**src/verilog/wb_arb_macros.svh**
```systemverilog
`ifndef WB_ARB_MACROS_SVH
`define WB_ARB_MACROS_SVH

// Number of masters sharing the slave port.
`define WB_NUM_MASTERS 3

// Data and address width of the bus.
`define WB_DW 16

// Mapped registers in the slave, addresses 0 to WB_REG_COUNT-1.
`define WB_REG_COUNT 16

// Wait states from the first strobe sample to ack.
`define WB_SLAVE_WAIT 2

// Silent cycles with cyc high before the bus times out.
`define WB_TIMEOUT_CYCLES 8

`endif

```
**src/verilog/wb_bus_pkg.sv**
```systemverilog
`default_nettype none

`include "wb_arb_macros.svh"

package wb_bus_pkg;

  // One master request on the classic Wishbone interface.
  // adr, dat and we must stay stable while cyc and stb are high.
  typedef struct packed {
    logic             cyc;
    logic             stb;
    logic             we;
    logic [`WB_DW-1:0] adr;
    logic [`WB_DW-1:0] dat;
  } wb_req_t;

  // Response returned to one master.
  // dat is shared by all masters, ack and err reach only the owner.
  typedef struct packed {
    logic [`WB_DW-1:0] dat;
    logic             ack;
    logic             err;
  } wb_rsp_t;

endpackage

`default_nettype wire

```
**src/verilog/wb_arb_pkg.sv**
```systemverilog
`default_nettype none

`include "wb_arb_macros.svh"

package wb_arb_pkg;

  // Index of a master on the arbiter.
  typedef logic [$clog2(`WB_NUM_MASTERS)-1:0] master_id_t;

  // Current grant. busy is high for the whole slave cycle.
  typedef struct packed {
    logic       busy;
    master_id_t owner;
  } grant_t;

endpackage

`default_nettype wire

```
**src/verilog/wbm_arbiter.sv**
```systemverilog
`timescale 1ns/1ps
`default_nettype none

`include "wb_arb_macros.svh"

module wbm_arbiter #(
  parameter int NUM_MASTERS = `WB_NUM_MASTERS
) (
  input  wire                                    wb_clk_i,
  input  wire                                    wb_rst_i,
  input  wb_bus_pkg::wb_req_t [NUM_MASTERS-1:0] wbm_req_i,
  input  wire                [NUM_MASTERS-1:0] wbm_mask_i,
  output wb_bus_pkg::wb_rsp_t [NUM_MASTERS-1:0] wbm_rsp_o,
  output wb_bus_pkg::wb_req_t                   wbs_req_o,
  input  wire                [`WB_DW-1:0]      wbs_dat_i,
  input  wire                                    wbs_ack_i,
  input  wire                                    timeout_i,
  output wb_arb_pkg::master_id_t                wbm_id_o
);

  import wb_arb_pkg::*;

  logic [NUM_MASTERS-1:0] pending_q;
  grant_t                 grant_q;
  master_id_t             next_owner;
  logic                   bus_done;

  // The slave cycle ends on ack or on a watchdog timeout.
  assign bus_done = grant_q.busy & (wbs_ack_i | timeout_i);

  // Highest-index pending master wins.
  always_comb begin
    next_owner = grant_q.owner;
    for (int j = 0; j < NUM_MASTERS; j++) begin
      if (pending_q[j]) begin
        next_owner = master_id_t'(j);
      end
    end
  end

  always_ff @(posedge wb_clk_i) begin
    if (wb_rst_i) begin
      pending_q     <= '0;
      grant_q.busy  <= 1'b0;
      grant_q.owner <= master_id_t'(NUM_MASTERS - 1);
    end else begin
      for (int i = 0; i < NUM_MASTERS; i++) begin
        if (wbm_req_i[i].cyc && wbm_req_i[i].stb && wbm_mask_i[i]) begin
          pending_q[i] <= 1'b1;
        end
      end

      // Clearing comes after capture so the owner's held request
      // does not re-arm its pending bit on the closing edge.
      if (bus_done) begin
        pending_q[grant_q.owner] <= 1'b0;
        grant_q.busy             <= 1'b0;
      end else if (!grant_q.busy) begin
        grant_q.owner <= next_owner;
        if (|pending_q) begin
          grant_q.busy <= 1'b1;
        end
      end
    end
  end

  // cyc and stb stay up for the whole grant.
  always_comb begin
    wbs_req_o.cyc = grant_q.busy;
    wbs_req_o.stb = grant_q.busy;
    wbs_req_o.we  = wbm_req_i[grant_q.owner].we;
    wbs_req_o.adr = wbm_req_i[grant_q.owner].adr;
    wbs_req_o.dat = wbm_req_i[grant_q.owner].dat;
  end

  // Read data goes to every master, ack and err to the owner only.
  always_comb begin
    for (int k = 0; k < NUM_MASTERS; k++) begin
      wbm_rsp_o[k].dat = wbs_dat_i;
      wbm_rsp_o[k].ack = (grant_q.owner == master_id_t'(k)) & wbs_ack_i;
      wbm_rsp_o[k].err = (grant_q.owner == master_id_t'(k)) & timeout_i & ~wbs_ack_i;
    end
  end

  assign wbm_id_o = grant_q.owner;

endmodule

`default_nettype wire

```
**src/verilog/wb_timeout_watchdog.sv**
```systemverilog
`timescale 1ns/1ps
`default_nettype none

`include "wb_arb_macros.svh"

module wb_timeout_watchdog (
  input  wire  wb_clk_i,
  input  wire  wb_rst_i,
  input  wire  cyc_i,
  input  wire  ack_i,
  output logic timeout_o
);

  localparam int CNT_W = $clog2(`WB_TIMEOUT_CYCLES);

  logic [CNT_W-1:0] silent_cnt;

  always_ff @(posedge wb_clk_i) begin
    if (wb_rst_i) begin
      silent_cnt <= '0;
      timeout_o  <= 1'b0;
    end else begin
      timeout_o <= 1'b0;
      // Holding the count at zero during the pulse keeps it to one cycle.
      if (!cyc_i || ack_i || timeout_o) begin
        silent_cnt <= '0;
      end else if (silent_cnt == CNT_W'(`WB_TIMEOUT_CYCLES - 1)) begin
        silent_cnt <= '0;
        timeout_o  <= 1'b1;
      end else begin
        silent_cnt <= silent_cnt + 1'b1;
      end
    end
  end

endmodule

`default_nettype wire

```
**src/verilog/wb_slave_regs.sv**
```systemverilog
`timescale 1ns/1ps
`default_nettype none

`include "wb_arb_macros.svh"

module wb_slave_regs (
  input  wire                      wb_clk_i,
  input  wire                      wb_rst_i,
  input  wb_bus_pkg::wb_req_t      wbs_req_i,
  output logic [`WB_DW-1:0]        wbs_dat_o,
  output logic                     wbs_ack_o
);

  localparam int CNT_W = $clog2(`WB_SLAVE_WAIT + 1);
  localparam int IDX_W = $clog2(`WB_REG_COUNT);

  logic [`WB_DW-1:0] regs [`WB_REG_COUNT];
  logic [CNT_W-1:0]  wait_cnt;
  logic [IDX_W-1:0]  reg_idx;
  logic              mapped;
  logic              access;
  logic              last_wait;

  assign reg_idx = wbs_req_i.adr[IDX_W-1:0];

  // Unmapped addresses never start the wait counter, so they never ack.
  assign mapped = wbs_req_i.adr < `WB_DW'(`WB_REG_COUNT);

  assign access    = wbs_req_i.cyc & wbs_req_i.stb & mapped & ~wbs_ack_o;
  assign last_wait = wait_cnt == CNT_W'(`WB_SLAVE_WAIT - 1);

  always_ff @(posedge wb_clk_i) begin
    if (wb_rst_i) begin
      wbs_ack_o <= 1'b0;
      wait_cnt  <= '0;
      for (int i = 0; i < `WB_REG_COUNT; i++) begin
        regs[i] <= '0;
      end
    end else begin
      wbs_ack_o <= 1'b0;
      if (access) begin
        if (last_wait) begin
          wbs_ack_o <= 1'b1;
          wait_cnt  <= '0;
          // Write lands on the edge that raises ack.
          if (wbs_req_i.we) begin
            regs[reg_idx] <= wbs_req_i.dat;
          end
        end else begin
          wait_cnt <= wait_cnt + 1'b1;
        end
      end else begin
        wait_cnt <= '0;
      end
    end
  end

  // Read data is only valid alongside ack.
  assign wbs_dat_o = wbs_ack_o ? regs[reg_idx] : '0;

endmodule

`default_nettype wire

```
**src/verilog/wb_arb_top.sv**
```systemverilog
`timescale 1ns/1ps
`default_nettype none

`include "wb_arb_macros.svh"

module wb_arb_top (
  input  wire                                        wb_clk_i,
  input  wire                                        wb_rst_i,
  input  wb_bus_pkg::wb_req_t [`WB_NUM_MASTERS-1:0] wbm_req_i,
  input  wire                [`WB_NUM_MASTERS-1:0] wbm_mask_i,
  output wb_bus_pkg::wb_rsp_t [`WB_NUM_MASTERS-1:0] wbm_rsp_o,
  output wb_arb_pkg::master_id_t                    wbm_id_o
);

  import wb_bus_pkg::*;

  wb_req_t           bus_req;
  logic [`WB_DW-1:0] bus_dat;
  logic              bus_ack;
  logic              bus_timeout;

  wbm_arbiter #(
    .NUM_MASTERS(`WB_NUM_MASTERS)
  ) u_arbiter (
    .wb_clk_i  (wb_clk_i),
    .wb_rst_i  (wb_rst_i),
    .wbm_req_i (wbm_req_i),
    .wbm_mask_i(wbm_mask_i),
    .wbm_rsp_o (wbm_rsp_o),
    .wbs_req_o (bus_req),
    .wbs_dat_i (bus_dat),
    .wbs_ack_i (bus_ack),
    .timeout_i (bus_timeout),
    .wbm_id_o  (wbm_id_o)
  );

  wb_timeout_watchdog u_watchdog (
    .wb_clk_i (wb_clk_i),
    .wb_rst_i (wb_rst_i),
    .cyc_i    (bus_req.cyc),
    .ack_i    (bus_ack),
    .timeout_o(bus_timeout)
  );

  wb_slave_regs u_slave (
    .wb_clk_i (wb_clk_i),
    .wb_rst_i (wb_rst_i),
    .wbs_req_i(bus_req),
    .wbs_dat_o(bus_dat),
    .wbs_ack_o(bus_ack)
  );

endmodule

`default_nettype wire

```
**config.mk**
```make
export PLATFORM = sky130hd
export DESIGN_NAME = wb_arb_top
export DESIGN_NICKNAME = d
export VERILOG_FILES = /design/src/verilog/wb_bus_pkg.sv /design/src/verilog/wb_arb_pkg.sv /design/src/verilog/wbm_arbiter.sv /design/src/verilog/wb_timeout_watchdog.sv /design/src/verilog/wb_slave_regs.sv /design/src/verilog/wb_arb_top.sv
export VERILOG_INCLUDE_DIRS = /design/src /design/src/verilog
export SDC_FILE = /design/constraint.sdc
export NUM_CORES = 1
export LEC_CHECK = 0
export ABC_AREA = 1
export BUFFER_PORTS_ARGS = -buffer_cell sky130_fd_sc_hd__buf_2
export CORE_MARGIN = 2
export CORE_UTILIZATION = 50
export CTS_CLUSTER_DIAMETER = 50
export CTS_CLUSTER_SIZE = 40
export DETAILED_ROUTE_END_ITERATION = 12
export GPL_ROUTABILITY_DRIVEN = 1
export HOLD_SLACK_MARGIN = 0.15
export MAX_ROUTING_LAYER = met4
export PLACE_DENSITY = 0.82
export SLEW_MARGIN = 20
export SYNTH_ARGS = -nofsm -noshare
export SYNTH_HDL_FRONTEND = slang
export SYNTH_SLANG_ARGS = --single-unit
```
**constraint.sdc**
```tcl
create_clock -name wb_clk_i -period 3 [get_ports wb_clk_i]
set_input_delay 0.6 -clock wb_clk_i [delete_from_list [all_inputs] [get_ports wb_clk_i]]
set_output_delay 0.6 -clock wb_clk_i [all_outputs]
set_load 0.1 [all_outputs]
```
; ---- Word-level counts from Yosys, hierarchy flattened
; Memories as Yosys holds them, arrays and structs flattened.
; Index checks and enable logic that the tools add are counted.
[classes]
addsub = 2
magnitude_cmp = 3
n_eq_ne = 4
muxes = 29
bitwise = 19
n_reduce_logical = 20
[ops]
columns = op, count
row1 = 35-bit binary-select mux with 2-bit select, 1
row2 = 33-bit two-way mux, 1
row3 = 16-bit two-way mux, 2
row4 = 1-bit two-way mux, 18
row5 = 16-bit by 5-bit < comparator with 1-bit output (second input constant), 1
row6 = 16-bit OR reduction, 1
row7 = 1-bit bitwise AND, 12
row8 = 3-bit OR reduction, 3
row9 = 1-bit logical AND, 7
row10 = 2-bit two-way mux, 3
row11 = 3-bit two-way mux, 2
row12 = 2-bit OR reduction, 3
row13 = 2-bit by 1-bit == test with 1-bit output (second input constant), 2
row14 = 4-bit two-way mux, 1
row15 = 1-bit NOT, 4
row16 = 3-bit by 1-bit adder with 3-bit output (second input constant), 1
row17 = 3-bit bitwise AND, 1
row18 = 3-bit == test (second input constant), 1
row19 = 2-bit by 3-bit < comparator with 1-bit output (second input constant), 1
row20 = 3-bit NOT, 1
row21 = 3-bit AND reduction, 1
row22 = 3-bit nonzero test, 1
row23 = 2-bit by 1-bit adder with 2-bit output (second input constant), 1
row24 = 1-bit demux with 2-bit select, 1
row25 = other kinds (6), 7
[totals]
register_bits = 13
ramBits = 256
inputBits = 110
n_memories = 1
[memory_table]
columns = name, depth, word_bits, read_ports, rd_clocked_by_memory_dff, wr, line
row1 = u_slave.regs, 16, 16, 1, 0, 16, wb_slave_regs.sv:17  ; logic [`WB_DW-1:0] regs [`WB_REG_COUNT];

; ---- Depth between registers and ports, before layout
[logic_depth]
depth_word = 10
mapped_depth = 15
mapped_depth_nobuf = 12

; ---- Cells and area by module
; A second synthesis with hierarchy kept.
[unflattened]
hier_cells = 1671
hier_area_um2 = 14009.7
[modules_own_cells]
columns = module, instances, cells_each, area_each_um2
row1 = wb_slave_regs, 1, 1414, 12567.1
row2 = wbm_arbiter, 1, 239, 1281.2
row3 = wb_timeout_watchdog, 1, 18, 161.4

; ---- Worst setup path before layout
; OpenSTA, ideal clock, no wires.
[synth_path]
path_kind = register -> output
start = register u_arbiter.grant_q (netlist bit u_arbiter.wbm_id_o[0])
end = output port wbm_rsp_o[25] (netlist name)
arrival_ns = 4.159
t_required_ns = 2.400
path_slack_ns = -1.759
path_stages_with_launch = 16
n_path_buf = 3
cell_sequence = dfxtp_1 -> inv_2 -> nand2_4 -> inv_2 -> nand2_1 -> nand2_1 -> inv_2 -> nand2_2 -> nand2_1 -> inv_2 -> buf_4 -> clkbuf_1 -> nand2_1 -> nand3_1 -> nor2_1 -> buf_4
[synth_rtl]
columns = item, line
row1 = "start, declared", wbm_arbiter.sv:24  ; grant_t grant_q;
row2 = "end, declared", wb_arb_top.sv:11  ; output wb_bus_pkg::wb_rsp_t [`WB_NUM_MASTERS-1:0] wbm_rsp_o,

==> reports/results.ini <==
[hold_path]
hp-class = in2reg

[global_routing]
grt_use_total = 0.298
grt_pass1_wl_um = 68500
grt_max_degree = 66
antenna_found_initial = 0
overflow = 0
first_global_vias = 12385

[drt]
wl_per_cell_um = 21.5
drt_iter0_drc = 2075
route.detailed.drc = 0
antenna_left = 0
via_per_inst = 6.04
dr.pass1.iters = 6
vias = 13360
finalWirelength_um = 47600

[setup_path]
path_delay_family = simple AND/OR/NAND/NOR gates
path_class = reg2out
start_kind = flop
cp-end-kind = output pin
crit_chain = nor2_4 > nand2_2 > nand3_4 > buf_12 > buf_12 > buf_12 > o21ai_1 > nand2_1 > nand2_1 > nand2_1 > nand2_2 > nor2_4 > buf_12
worst_path_max_delay_cell = dfxtp_4
cpMostUsedCell = buf_12
cp.required_ns = 2.40
arrival_ns = 2.68
crit_buf_inv = 4
worst_path_largest_cell_delay_ns = 0.41
critPathMaxFanout = 14

[die]
coreArea_um2 = 28500
dieArea_um2 = 30300
rows = 62
die_x_um = 174
die_y_um = 174
io_pins = 166
start_util = 0.506

[final_layout]
synthToLayoutAreaGrowth_pct = 27.4
nNetsFinal = 1929
fillers = 2008
drive_gt1_frac = 0.272
antenna_cells = 0
final_cells = 2212
postLayoutCoreUtil = 0.645

[power_and_ir_drop]
p_int_uw = 6510
switchingPower_uw = 3310
seqPwrFrac = 0.434
p_leak_uw = 0.00752
comb_power_share = 0.276
powerDensity_nw_per_um2 = 533
swShare = 0.337
ir_worst_vdd_v = 0.000471
p_clk_frac = 0.290

[yosys]
postSynthAreaPerCell_um2 = 8.70
yosysSeqAreaShare = 0.550
ys.warnings.count = 0
synth.distinct_cells = 32
syn-num-nets = 1775
synth-seq-cells = 269
netlist_area_um2 = 14500
syn_inst = 1662

[clock_network]
htree_levels = 1
cts-buffers-inserted = 20
cts.path.max_buffers = 3
clk-insertion-delay-late_ns = 0.53
clockRootBuffer = clkbuf_16
clk_pin_slew_ns = 0.08
hold_buffers = 0
tritoncts = done
clock_sinks = 269

[timing]
timing.final.crit_share = 1.09
fin_setup_tns_ns = -10.72
slew_violations = 0
whs_ns = 0.372
finalCriticalPeriod_ns = 3.28
rsz0062_at_grt = yes
tightest_slew_ns = 0.733
skew_ns = 0.0236
slew_headroom = 0.507
fmax_ghz = 0.305
hold_viol_final = 0
setup_slack_ns = -0.278
setup_violations = 48

[run_status]
violations = setup timing
status = finished with violations

[place]
gp_congestion = 0.911
place_inst = 2136
numPortBuffers = 165
post-dp-hpwl_um = 27100
dp_slack_ns = 0.0525

[run]
maxCapViolations = 0

-- final cells by class --
cell class / count / area [µm²] / area share
Clock buffer: 23 / 564 / 0.0307
Clock inverter: 11 / 120 / 0.00652
Inverter: 179 / 717 / 0.0389
Multi-Input combinational cell: 1056 / 5610 / 0.305
Sequential cell: 269 / 7960 / 0.432
Tap cell: 384 / 480 / 0.0261
Timing Repair Buffer: 290 / 2970 / 0.161
-- cell families after synthesis --
group	synth area share
DFF	0.550
and+or+nand+nor	0.290
buffers and inverters	0.104
AOI/OAI and AO/OA	0.0533
adders and majority gates	0.00260
-- synth_stat cells --
cell      number  area share
nor2_2         4      0.0017
dfxtp_1       13       0.018
buf_6          2      0.0016
nor3_2        10      0.0069
o31ai_1        1     0.00052
edfxtp_1     256        0.53
buf_4         39       0.020
a21oi_1        8      0.0028
a22oi_1        1     0.00052
nand3_2        2      0.0014
inv_1        170       0.044
nand3_1       43       0.015
buf_2         60       0.021
nor3_1       248       0.086
inv_2          9      0.0023
a21oi_2       10      0.0061
nand2_4        6      0.0047
a221oi_2       2      0.0021
clkbuf_1      47       0.012
nand2_1      492        0.13
o21ai_2        2      0.0012
o21ai_0       83       0.029
nor2_4         1     0.00078
a221oi_1       3      0.0018
nand2_2       11      0.0048
a22o_1        14      0.0085
a21oi_4        1      0.0011
nand4_1        1     0.00043
nand3b_1      48       0.025
ha_1           3      0.0026
buf_1         11      0.0029
nor2_1        61       0.016
-- worst paths after layout --
kind	start	to	slack [ns]	depth (start not counted)
setup reg to reg	u_arbiter.wbm_id_o[1]$_SDFFE_PP1P_	u_slave.regs[8][11]$_SDFFCE_PN0P_	0.07	15
hold reg to reg	u_slave.wait_cnt[0]$_SDFF_PP0_	u_slave.wait_cnt[0]$_SDFF_PP0_	0.42	1
hold / removal	wbm_req_i[103]	u_arbiter.pending_q[2]$_SDFF_PP0_	0.37	3
setup / recovery	u_arbiter.wbm_id_o[1]$_SDFFE_PP1P_	wbm_rsp_o[48]	-0.28	13
-- power groups by stage --
stage          clock network, µW  logic (µW)  registers, µW
6_report                    2850        2710           4260
5_1_grt                     2980        2830           4270
4_1_cts                     2840        2360           4260
3_5_place_dp                   0        2120           4350
3_3_place_gp                   0        2080           4340
2_1_floorplan                  0        1390           4350
-- registers in the layout (all words and copies together), names as in the netlist --
register	count
u_slave.wbs_ack_o	1
u_watchdog.silent_cnt	3
u_slave.wait_cnt	2
u_arbiter.wbs_req_o	1
u_arbiter.pending_q	3
u_slave.regs	256
u_watchdog.timeout_o	1
u_arbiter.wbm_id_o	2
-- placed cells by master (no fill, tap or decap), drive strengths merged, types with 13 or more instances in the layout --
master,n
nand3,45
nand3b,48
buf,283
clkbuf,30
a22o,14
nor2,66
inv,185
a21oi,19
nor3,258
dfxtp,13
o21ai,86
nand2,509
edfxtp,256
-- timing repair --
action | in CTS | in global routing
gates cloned | 5 | 7
endpoints found under the setup margin | 48 | 64
buffers inserted | 18 | 12
gates resized for setup | 60 | 61
pin swaps | 19 | 23
-- worst register-to-register path, cell delays in order (launching register included) --
cell and delay, ns:
dfxtp_4 0.45, nor2_4 0.08, buf_4 0.14, buf_4 0.12, buf_4 0.12, buf_4 0.16, nand3_1 0.07, nor2_1 0.04
nor2_1 0.09, nand2_1 0.10, nand4_1 0.15, buf_12 0.19, buf_12 0.26, buf_6 0.35, buf_4 0.25, nor3_1 0.07
-- per-layer routing --
layer	GRT usage	part of all wire	vias up
li1	-	-	5795
met1	0.368	0.33	6190
met2	0.486	0.47	1117
met3	0.0516	0.13	258
met4	0.128	0.068	0
met5	-	0	-
-- through the flow --
step | total power, µW | area [µm²]
global route | 10100 | 18400
global placement | 6420 | 16800
floorplan | 5740 | 15300
detailed placement | 6470 | 16800
CTS | 9460 | 18000
finish | 9820 | 18400
Power figures use the tool's default switching activity.
